$ cat config.mk
export PLATFORM = sky130hd
export DESIGN_NAME = vs_filter
export DESIGN_NICKNAME = d
export VERILOG_FILES = /design/src/verilog/vs_status_pkg.sv /design/src/verilog/vs_timing_pkg.sv /design/src/verilog/vs_filter.sv /design/src/verilog/vs_period_meter.sv /design/src/verilog/vs_stability_judge.sv
export VERILOG_INCLUDE_DIRS = /design/src /design/src/verilog
export SDC_FILE = /design/constraint.sdc
export NUM_CORES = 1
export LEC_CHECK = 0
export ABC_AREA = 1
export BUFFER_PORTS_ARGS = -buffer_cell sky130_fd_sc_hd__buf_2
export CORE_UTILIZATION = 56
export DETAILED_ROUTE_END_ITERATION = 12
export HOLD_SLACK_MARGIN = 0.02
export PLACE_DENSITY = 0.77
export SETUP_SLACK_MARGIN = 0.2
export SYNTH_ARGS = -nofsm -noshare
export SYNTH_HDL_FRONTEND = slang
export SYNTH_SLANG_ARGS = --single-unit
$ cat constraint.sdc
create_clock -name clk -period 3.45 [get_ports clk]
set_clock_uncertainty 0.15 [all_clocks]
set_input_delay 0.1725 -clock clk [delete_from_list [all_inputs] [get_ports clk]]
set_output_delay 0.1725 -clock clk [all_outputs]
set_load 0.1 [all_outputs]
$ cat src/verilog/vs_filter_macros.svh
`ifndef VS_FILTER_MACROS_SVH
`define VS_FILTER_MACROS_SVH

// Width of the period counter and of every cycle count derived from it
`define VS_CNT_W 16

// Cycles without a falling edge before the sync is considered lost
`define VS_TIMEOUT_CYCLES 4096

// Flops in the vs input synchronizer
`define VS_SYNC_STAGES 2

`endif

$ cat src/verilog/vs_status_pkg.sv
`default_nettype none

package vs_status_pkg;

    ////////////////////////////////////////////////////////////////////////////
    // Stability judge status
    ////////////////////////////////////////////////////////////////////////////

    // Consecutive agreeing periods, saturates at all ones
    typedef logic [3:0] match_cnt_t;

    // st_no_ref waits for a first period to compare against,
    // st_tracking holds one but has not seen enough agreements yet
    typedef enum logic [1:0] {
        st_no_ref,
        st_tracking,
        st_stable
    } judge_state_t;

endpackage

`default_nettype wire

$ cat src/verilog/vs_timing_pkg.sv
`default_nettype none

`include "vs_filter_macros.svh"

package vs_timing_pkg;

    ////////////////////////////////////////////////////////////////////////////
    // Cycle counts
    ////////////////////////////////////////////////////////////////////////////

    // Length of one vs period, falling edge to falling edge
    typedef logic [`VS_CNT_W-1:0] period_t;

    // Largest period difference still taken as agreement
    typedef logic [`VS_CNT_W-1:0] tolerance_t;

endpackage

`default_nettype wire
$ cat src/verilog/vs_filter.sv
`timescale 1ns/1ps
`default_nettype none

`include "vs_filter_macros.svh"

module vs_filter (
    input  logic                        clk,
    input  logic                        reset,
    input  logic                        vs_in,
    input  logic                        filter_en,
    input  vs_status_pkg::match_cnt_t   filter_times,
    input  vs_timing_pkg::tolerance_t   filter_threshold,
    output logic                        vs_out,
    output logic                        vs_stable
);

    // Meter to judge
    logic                   vs_sync;
    logic                   period_valid;
    vs_timing_pkg::period_t period;
    logic                   sync_lost;

    vs_period_meter vs_period_meter_inst (
        .clk          (clk),
        .reset        (reset),
        .vs_in        (vs_in),
        .vs_sync      (vs_sync),
        .period_valid (period_valid),
        .period       (period),
        .sync_lost    (sync_lost)
    );

    vs_stability_judge vs_stability_judge_inst (
        .clk              (clk),
        .reset            (reset),
        .vs_sync          (vs_sync),
        .period_valid     (period_valid),
        .period           (period),
        .sync_lost        (sync_lost),
        .filter_en        (filter_en),
        .filter_times     (filter_times),
        .filter_threshold (filter_threshold),
        .vs_out           (vs_out),
        .vs_stable        (vs_stable)
    );

endmodule

`default_nettype wire

$ cat src/verilog/vs_period_meter.sv
`timescale 1ns/1ps
`default_nettype none

`include "vs_filter_macros.svh"

module vs_period_meter (
    input  logic                   clk,
    input  logic                   reset,
    input  logic                   vs_in,
    output logic                   vs_sync,
    output logic                   period_valid,
    output vs_timing_pkg::period_t period,
    output logic                   sync_lost
);

    logic [`VS_SYNC_STAGES-1:0] sync_sr;
    logic                       vs_sync_d;
    logic                       fall_edge;
    logic                       have_edge;
    logic                       at_timeout;
    vs_timing_pkg::period_t     cnt;

    ////////////////////////////////////////////////////////////////////////////
    // Input synchronizer and edge detect
    ////////////////////////////////////////////////////////////////////////////

    always_ff @(posedge clk) begin
        if (reset) begin
            sync_sr   <= '0;
            vs_sync_d <= 1'b0;
        end else begin
            sync_sr   <= {sync_sr[`VS_SYNC_STAGES-2:0], vs_in};
            vs_sync_d <= vs_sync;
        end
    end

    assign vs_sync   = sync_sr[`VS_SYNC_STAGES-1];
    assign fall_edge = vs_sync_d & ~vs_sync;

    ////////////////////////////////////////////////////////////////////////////
    // Period counter
    ////////////////////////////////////////////////////////////////////////////

    assign at_timeout = (cnt == vs_timing_pkg::period_t'(`VS_TIMEOUT_CYCLES));

    // Restart at 1 on the edge itself, so cnt holds the full period
    // when the next edge arrives
    always_ff @(posedge clk) begin
        if (reset) begin
            cnt       <= '0;
            have_edge <= 1'b0;
        end else if (fall_edge) begin
            cnt       <= vs_timing_pkg::period_t'(1);
            have_edge <= 1'b1;
        end else if (have_edge) begin
            if (at_timeout) begin
                // Frozen until the next edge
                have_edge <= 1'b0;
            end else begin
                cnt <= cnt + vs_timing_pkg::period_t'(1);
            end
        end
    end

    // First edge after reset or loss only arms the counter
    assign period_valid = fall_edge & have_edge;
    assign period       = cnt;
    assign sync_lost    = have_edge & at_timeout & ~fall_edge;

    ////////////////////////////////////////////////////////////////////////////
    // Checks
    ////////////////////////////////////////////////////////////////////////////

    // The judge handles one event per cycle
    a_pulses_exclusive: assert property (
        @(posedge clk) disable iff (reset)
        !(period_valid && sync_lost)
    ) else $error("period_valid and sync_lost high in the same cycle");

    a_period_nonzero: assert property (
        @(posedge clk) disable iff (reset)
        period_valid |-> (period != '0)
    ) else $error("zero period reported");

endmodule

`default_nettype wire

$ cat src/verilog/vs_stability_judge.sv
`timescale 1ns/1ps
`default_nettype none

`include "vs_filter_macros.svh"

module vs_stability_judge (
    input  logic                        clk,
    input  logic                        reset,
    input  logic                        vs_sync,
    input  logic                        period_valid,
    input  vs_timing_pkg::period_t      period,
    input  logic                        sync_lost,
    input  logic                        filter_en,
    input  vs_status_pkg::match_cnt_t   filter_times,
    input  vs_timing_pkg::tolerance_t   filter_threshold,
    output logic                        vs_out,
    output logic                        vs_stable
);

    vs_status_pkg::judge_state_t state;
    vs_status_pkg::judge_state_t state_nxt;
    vs_status_pkg::match_cnt_t   match_cnt;
    vs_status_pkg::match_cnt_t   match_nxt;
    vs_status_pkg::match_cnt_t   match_inc;
    vs_timing_pkg::period_t      ref_period;
    logic [`VS_CNT_W-1:0]        period_diff;
    logic                        agree;
    logic                        pass_en;

    ////////////////////////////////////////////////////////////////////////////
    // Period comparison
    ////////////////////////////////////////////////////////////////////////////

    // Absolute difference against the last period
    assign period_diff = (period >= ref_period) ? (period - ref_period)
                                                : (ref_period - period);
    assign agree       = (period_diff <= filter_threshold);

    // Saturating increment
    assign match_inc = (match_cnt == '1) ? match_cnt
                                         : match_cnt + vs_status_pkg::match_cnt_t'(1);

    ////////////////////////////////////////////////////////////////////////////
    // Judge FSM
    ////////////////////////////////////////////////////////////////////////////

    always_comb begin
        state_nxt = state;
        match_nxt = match_cnt;
        if (sync_lost) begin
            state_nxt = vs_status_pkg::st_no_ref;
            match_nxt = '0;
        end else if (period_valid) begin
            if (state == vs_status_pkg::st_no_ref) begin
                // Nothing to compare yet, just take the reference
                state_nxt = vs_status_pkg::st_tracking;
                match_nxt = '0;
            end else if (agree) begin
                match_nxt = match_inc;
                if (match_inc >= filter_times) begin
                    state_nxt = vs_status_pkg::st_stable;
                end
            end else begin
                state_nxt = vs_status_pkg::st_tracking;
                match_nxt = '0;
            end
        end
    end

    always_ff @(posedge clk) begin
        if (reset) begin
            state     <= vs_status_pkg::st_no_ref;
            match_cnt <= '0;
            pass_en   <= 1'b0;
        end else begin
            state     <= state_nxt;
            match_cnt <= match_nxt;
            pass_en   <= ~filter_en | (state_nxt == vs_status_pkg::st_stable);
        end
    end

    // New period is always the next reference, agreeing or not
    always_ff @(posedge clk) begin
        if (period_valid) begin
            ref_period <= period;
        end
    end

    ////////////////////////////////////////////////////////////////////////////
    // Outputs
    ////////////////////////////////////////////////////////////////////////////

    assign vs_stable = (state == vs_status_pkg::st_stable);

    // No added delay here, vs_out lines up with vs_sync
    assign vs_out = vs_sync & pass_en;

    ////////////////////////////////////////////////////////////////////////////
    // Checks
    ////////////////////////////////////////////////////////////////////////////

    a_stable_has_matches: assert property (
        @(posedge clk) disable iff (reset)
        vs_stable |-> (match_cnt != '0)
    ) else $error("stable with zero match count");

    // Stability only ends on a measured period or a lost sync
    a_leave_stable_on_event: assert property (
        @(posedge clk) disable iff (reset)
        (state == vs_status_pkg::st_stable) && !period_valid && !sync_lost
            |=> (state == vs_status_pkg::st_stable)
    ) else $error("left stable state without period or sync loss");

endmodule

`default_nettype wire

# Word-level counts from Yosys, hierarchy flattened
# Cells that the tools add are included.
# classes
muxes	15
reduce_logical	6
n_addsub	4
bitwise_logic	10
magnitude_cmp	3
eq_ne	5
# ops
op	n
16-bit subtractor	2
16-bit by 1-bit adder with 16-bit output (second input constant)	1
16-bit by 13-bit equality test with 1-bit output (second input constant)	1
16-bit greater-or-equal comparator	1
16-bit <= comparator	1
16-bit two-way mux	1
4-bit two-way mux	3
2-bit two-way mux	5
1-bit two-way mux	6
1-bit bitwise AND	5
4-bit by 1-bit adder with 4-bit output (second input constant)	1
2-bit equality test (second input constant)	2
4-bit equality test (second input constant)	1
4-bit greater-or-equal comparator	1
1-bit NOT	4
2-bit AND reduction	2
2-bit OR reduction	2
2-bit logical NOT	1
2-bit by 1-bit != test with 1-bit output (second input constant)	1
2-bit nonzero test	1
1-bit bitwise OR	1
# totals
elab_cells	52
reg_bits	43

# Longest topological paths before layout
# logic_depth
ltp_word	10
mapped_depth	30

# By module
# From an unflattened synthesis, not the netlist that was laid out.
# unflattened
hier_cells	697
area_unflattened_um2	4525.6
# by_module_without_submodules
module	cells_per_inst	area_each_um2	instances
vs_stability_judge	499	3286.9	1
vs_period_meter	198	1238.7	1

# Least setup slack after synthesis
# Ideal clock, no wire load.
# synth_timing
kind	register to register
startpoint	register vs_period_meter_inst.cnt[9], in the netlist vs_period_meter_inst.period[9]
endpoint	register vs_stability_judge_inst.pass_en
stages_incl_launch_ff	24
period_less_slack_ns	3.308
setup_time_ns	0.113
t_arrival_ns	3.044
path_slack_ns	0.142
path_buffers	2
path_cell_list	dfxtp_1 -> clkbuf_1 -> inv_1 -> ha_1 -> a21o_1 -> nand2_1 -> nand2_1 -> a21oi_1 -> nand3_4 -> inv_4 -> buf_6 -> nand2_1 -> nand2_1 -> inv_1 -> ha_1 -> nand2_1 -> nor3_1 -> nand2_1 -> nand2_1 -> nand2_1 -> nand3_1 -> nand2_1 -> nand3_1 -> nand2_1
# synth_between
elab_chain_len	9
elab_cells_between_ends	14
cone_classes	add/sub (2); order compare (2); eq/ne (2); mux (5); bitwise (3)
# synth_lines
element	line_no	rtl
from (decl)	vs_period_meter.sv:21	vs_timing_pkg::period_t cnt;
from (signal assigned)	vs_period_meter.sv:53	cnt <= vs_timing_pkg::period_t'(1);
from (signal assigned)	vs_period_meter.sv:60	cnt <= cnt + vs_timing_pkg::period_t'(1);
16-bit subtractor (tied with other cells)	vs_stability_judge.sv:36	: (ref_period - period);
16-bit two-way mux	vs_stability_judge.sv:35	assign period_diff = (period >= ref_period) ? (period - ref_period)
16-bit <= comparator	vs_stability_judge.sv:37	assign agree = (period_diff <= filter_threshold);
2-bit two-way mux	vs_stability_judge.sv:58	end else if (agree) begin
2-bit two-way mux	vs_stability_judge.sv:54	if (state == vs_status_pkg::st_no_ref) begin
2-bit two-way mux	vs_stability_judge.sv:53	end else if (period_valid) begin
2-bit two-way mux (*)	vs_stability_judge.sv:50	if (sync_lost) begin
2-bit equality test (*)	vs_stability_judge.sv:78	pass_en <= ~filter_en | (state_nxt == vs_status_pkg::st_stable);
1-bit bitwise OR (*)	vs_stability_judge.sv:78	
to (signal assigned)	vs_stability_judge.sv:78	
to (decl)	vs_stability_judge.sv:28	logic pass_en;
# Every way passes the cells marked *; elsewhere a longest branch is shown, timed or not.
# A chain may end at the register's enable or synchronous reset.

# Worst setup path after layout
# layout_timing
startpoint	register vs_period_meter_inst.cnt[5], in the netlist vs_period_meter_inst.period[5]
endpoint	register vs_stability_judge_inst.match_cnt[0]
# layout_between
elab_chain_len	5
elab_cells_between_ends	11
cone_classes	add/sub (2); order compare (2); eq/ne (1); mux (3); bitwise (2); reduce/logical (1)
# layout_lines
element	line_no	rtl
16-bit subtractor (tied with other cells)	vs_stability_judge.sv:36	
16-bit two-way mux	vs_stability_judge.sv:35	
16-bit <= comparator	vs_stability_judge.sv:37	
4-bit two-way mux	vs_stability_judge.sv:58	
4-bit two-way mux	vs_stability_judge.sv:54	
to (signal assigned)	vs_stability_judge.sv:77	match_cnt <= match_nxt;
to (decl)	vs_stability_judge.sv:22	vs_status_pkg::match_cnt_t match_cnt;
# Several ways; a longest one is shown, not always the timed one.

==> results by group <==
Cells and area
  – Register cell area after layout: 0.001022 mm2
  – Final cell utilization of the core: 74.02%
  – Count of antenna diodes in the layout: 0
  – Proportion of layout cells with a drive suffix above 1: 25.70%
  – Final cell count without fillers: 815
  – Signed area change from the synthesized netlist to the final layout: 27.37%
  – Multi-input gate area: 0.003048 mm2
  – Fillers: 591
  – Nets: 795

Drt
  – Detailed Route WL: around 11 mm
  – Number of design-rule violations left by the first detailed-router iteration: around 190
  – Count of antenna-violating nets left after detailed routing: 0
  – Total DRC errors in the routed layout: 0
  – Drt first pass iters: 5
  – WL/cell: 13.40 um
  – Via count: 4380
  – Average vias per placed instance: between 5 and 6

Min path
  – Min-delay src: vs_period_meter_inst.sync_sr[0]$_SDFF_PP0_
  – Kind of path behind the tightest hold check: flip-flop to flip-flop

Critical path
  – Cell type of the slowest stage on the worst timing path: sky130_fd_sc_hd__ha_1
  – Kind of critical path: flip-flop to flip-flop
  – CP most frequent cell: sky130_fd_sc_hd__nand2_2
  – Type of origin of the critical path: flip-flop
  – Category of the worst setup path capture point: flip-flop
  – Bufs and invs on worst path: 4
  – CP startpoint: vs_period_meter_inst.period[5]$_SDFFE_PP0P_
  – Worst reg2reg path startpoint: vs_period_meter_inst.period[5]$_SDFFE_PP0P_
  – Worst-path cell chain: inv_1 > ha_1 > nand2_2 > inv_1 > a21oi_1 > nand2_2 > buf_4 > or2_2 > a21oi_2 > a21oi_2 > ha_1 > a21o_1 > nor2_1 > nand2_1 > nand2_2 > nand2_2 > nand2_4 > buf_6 > nand3_2 > a21oi_1
  – Peak per-stage delay on the critical path: 0.36 ns
  – Worst Path Max Fanout: 5
  – Slack of the worst reg-to-reg path: 0.06 ns
  – Cell family with the largest share of critical-path delay: simple AND/OR/NAND/NOR gates
  – Required time of the worst setup path: ~3.5 ns
  – Data arrival time at the worst-slack endpoint: 3.48 ns

Clock tree
  – H-tree depth: 2
  – Clk buf depth: 2
  – Clock Tree Root: sky130_fd_sc_hd__clkbuf_8
  – Clock latency reported for the late side of the worst-skew pair: 0.31 ns
  – Clock tree from TritonCTS: built
  – Clock Sink Count: 43
  – Clock buffer count from CTS: 5
  – Clock transition at path regs: 0.09 ns

Run status
  – Status: completed

Synth
  – Mapped Cells: 631
  – Synthesized Nets: 711
  – Post-synth top area cell: sky130_fd_sc_hd__ha_1
  – Area fraction of the dominant cell type after synthesis: about 16%
  – Post-synth design cell area: between 0.004 and 0.005 mm2
  – Cell with the most instances after synthesis: sky130_fd_sc_hd__nand2_1
  – Yosys warning total: 0
  – Post-synth top cells: sky130_fd_sc_hd__nand2_1, sky130_fd_sc_hd__inv_1, sky130_fd_sc_hd__a21oi_1
  – Number of library cell types mapped by synthesis: 37
  – Fraction of registers with async set or reset after synthesis: 0%
  – Number of enable flip-flop cells after synthesis: 16
  – Cell types with the largest area share after synthesis: sky130_fd_sc_hd__ha_1, sky130_fd_sc_hd__nand2_1, sky130_fd_sc_hd__dfxtp_1
  – Top flip-flop cell by instance count after synthesis: sky130_fd_sc_hd__dfxtp_1
  – Sequential cell area fraction in the yosys report: 24.09%
  – Register bit count reported by yosys: between 40 and 50
  – Avg Cell Area, Syn: 6.716 um2

Timing
  – Slew Limit Headroom: 58.41%
  – Number of failing setup endpoints in the final timing report: 0
  – Part of the cycle the worst path needs: 98.28%
  – Final min period: ~3.4 ns
  – Minimum setup slack in the final design: 0.05928 ns
  – Setup TNS after final layout: 0 ns
  – Upper clock frequency limit: 0.2949 GHz
  – Worst-margin pin slew: 0.6232 ns
  – Number of pins with negative max-slew slack in the final report: 0
  – RSZ-0062 raised after global routing: yes
  – Final Hold Vio Count: 0

Power and ir drop
  – VDD IR-drop max: 0.0002500 V
  – Leak Pwr: ~2.7 nW
  – Overall power: 1.048 mW
  – Pwr dens: 194.1 mW/mm2

Global routing
  – Maximum number of pins on one net before global-route repair: 17
  – Global-route wire length before repair: 17.34 mm
  – All-Layer GR Usage: 28.07%
  – Number of global-route vias before repair: 4052
  – Congestion Overflow GR: 0
  – Number of antenna violations at the first check in global routing: 0

Floorplan
  – Starting density of the core: 58.12%
  – Core area: about 0.0073 mm2
  – Overall die height: 88.99 um
  – Number of top-level pins: 26
  – Die footprint: ~0.0079 mm2
  – Row Count: 31
  – Die width: 88.99 um

Place
  – Number of placed cells counting well taps: 793
  – Buffers added on ports: 25
  – Half-perimeter wire length after detailed placement: 8.233 mm
  – Worst setup slack after placement: -0.09765 ns
  – Final estimated routing congestion in global placement: around 0.92

Job
  – Max Cap Viol: 0
## report_power, final
group          switching (mW)  internal (mW)  leakage (nW)
combinational          0.0649         0.0524          2.23
sequential            0.00217          0.526         0.368
clock                   0.184          0.218        0.0548
## kinds of logic (layout without fill, tap and decap cells)
logic type,count (synthesis),after routing,share of synthesized area [%]
and+or+nand+nor,264,264,26.96
muxes,2,2,0.5314
AOI/OAI and AO/OA,103,103,12.93
DFF,43,43,24.09
adders and majority gates,56,56,16.89
xor gates and xnor gates,30,30,6.200
buffers and inverters,133,218,12.40
## cell type report
type / count / share of cell area (%)
Clock buffer: 5 / 1.275
Clock inverter: 3 / 0.8577
Multi-Input combinational cell: 455 / 56.47
Inverter: 123 / 8.693
Sequential cell: 43 / 18.94
Tap cell: 99 / 2.295
Timing Repair inverter: 1 / 0.1159
Timing Repair Buffer: 86 / 11.36
## what timing repair did
action                                  in CTS  in global routing
hold buffers                                 4                  0
endpoints found under the setup margin       7                  7
endpoints found under the hold margin        7                  0
resized for setup                           61                 30
pin swaps                                   28                 20
gates cloned                                 2                  0
setup buffers                                5                  3
## per-stage QoR
stage / hold slack [ns] / cell area [um2]
finish: 0.2709 / 5398
global route: 0.3009 / 5398
CTS: 0.2794 / 5271
floorplan: 0.1295 / 4239
global placement: 0.2259 / 4786
detailed placement: 0.2297 / 4786
## flip-flops by register name (all words and copies together) (netlist names)
name	count
vs_stability_judge_inst.match_cnt	4
vs_period_meter_inst.sync_sr	2
vs_period_meter_inst.period	16
vs_period_meter_inst.have_edge	1
vs_stability_judge_inst.ref_period	16
vs_period_meter_inst.vs_sync_d	1
vs_stability_judge_inst.pass_en	1
vs_stability_judge_inst.state	2
## cell usage in the layout, fill, tap and decap left out, types with 5 or more instances in the layout
master and instances:
sky130_fd_sc_hd__inv_1 108, sky130_fd_sc_hd__dfxtp_1 26, sky130_fd_sc_hd__xor2_1 29, sky130_fd_sc_hd__clkbuf_8 5, sky130_fd_sc_hd__a21oi_1 53, sky130_fd_sc_hd__nand2_2 23, sky130_fd_sc_hd__nand4_1 12, sky130_fd_sc_hd__buf_6 6
sky130_fd_sc_hd__nor2_1 42, sky130_fd_sc_hd__ha_4 15, sky130_fd_sc_hd__o21ai_1 6, sky130_fd_sc_hd__ha_1 37, sky130_fd_sc_hd__nand2_1 138, sky130_fd_sc_hd__buf_2 26, sky130_fd_sc_hd__edfxtp_1 16, sky130_fd_sc_hd__inv_2 13
sky130_fd_sc_hd__nand3_2 7, sky130_fd_sc_hd__nand3_1 21, sky130_fd_sc_hd__nor4_1 5, sky130_fd_sc_hd__buf_4 50, sky130_fd_sc_hd__o21ai_0 20, sky130_fd_sc_hd__a21oi_2 8
## worst register-to-register path, cell delays in order (launching register included)
cell,delay (ns)
sky130_fd_sc_hd__dfxtp_1,0.33
sky130_fd_sc_hd__inv_1,0.10
sky130_fd_sc_hd__ha_1,0.36
sky130_fd_sc_hd__nand2_2,0.12
sky130_fd_sc_hd__inv_1,0.07
sky130_fd_sc_hd__a21oi_1,0.22
sky130_fd_sc_hd__nand2_2,0.13
sky130_fd_sc_hd__buf_4,0.16
sky130_fd_sc_hd__or2_2,0.27
sky130_fd_sc_hd__a21oi_2,0.15
sky130_fd_sc_hd__a21oi_2,0.04
sky130_fd_sc_hd__ha_1,0.30
sky130_fd_sc_hd__a21o_1,0.19
sky130_fd_sc_hd__nor2_1,0.11
sky130_fd_sc_hd__nand2_1,0.08
sky130_fd_sc_hd__nand2_2,0.06
sky130_fd_sc_hd__nand2_2,0.07
sky130_fd_sc_hd__nand2_4,0.12
sky130_fd_sc_hd__buf_6,0.12
sky130_fd_sc_hd__nand3_2,0.05
sky130_fd_sc_hd__a21oi_1,0.15
## path summary, 6_finish.rpt
| check | end | cells after the start |
|---|---|---|
| worst max-delay path | vs_stability_judge_inst.match_cnt[0]$_SDFFE_PP0P_ | 20 |
| worst min-delay path | vs_period_meter_inst.sync_sr[1]$_SDFF_PP0_ | 2 |
| worst max register to register | vs_stability_judge_inst.match_cnt[0]$_SDFFE_PP0P_ | 20 |
| worst min register to register | vs_period_meter_inst.sync_sr[1]$_SDFF_PP0_ | 2 |
## layer usage
layer / vias to the layer above / wire length [um] / track usage [%]
met2: 150 / 5339 / 52.03
li1: 2192 / - / -
met5: - / 0 / 0
met4: 0 / 372 / 12.70
met1: 2005 / 4685 / 32.82
met3: 33 / 521 / 2.585
No activity file was read; power rests on OpenSTA's default activity.
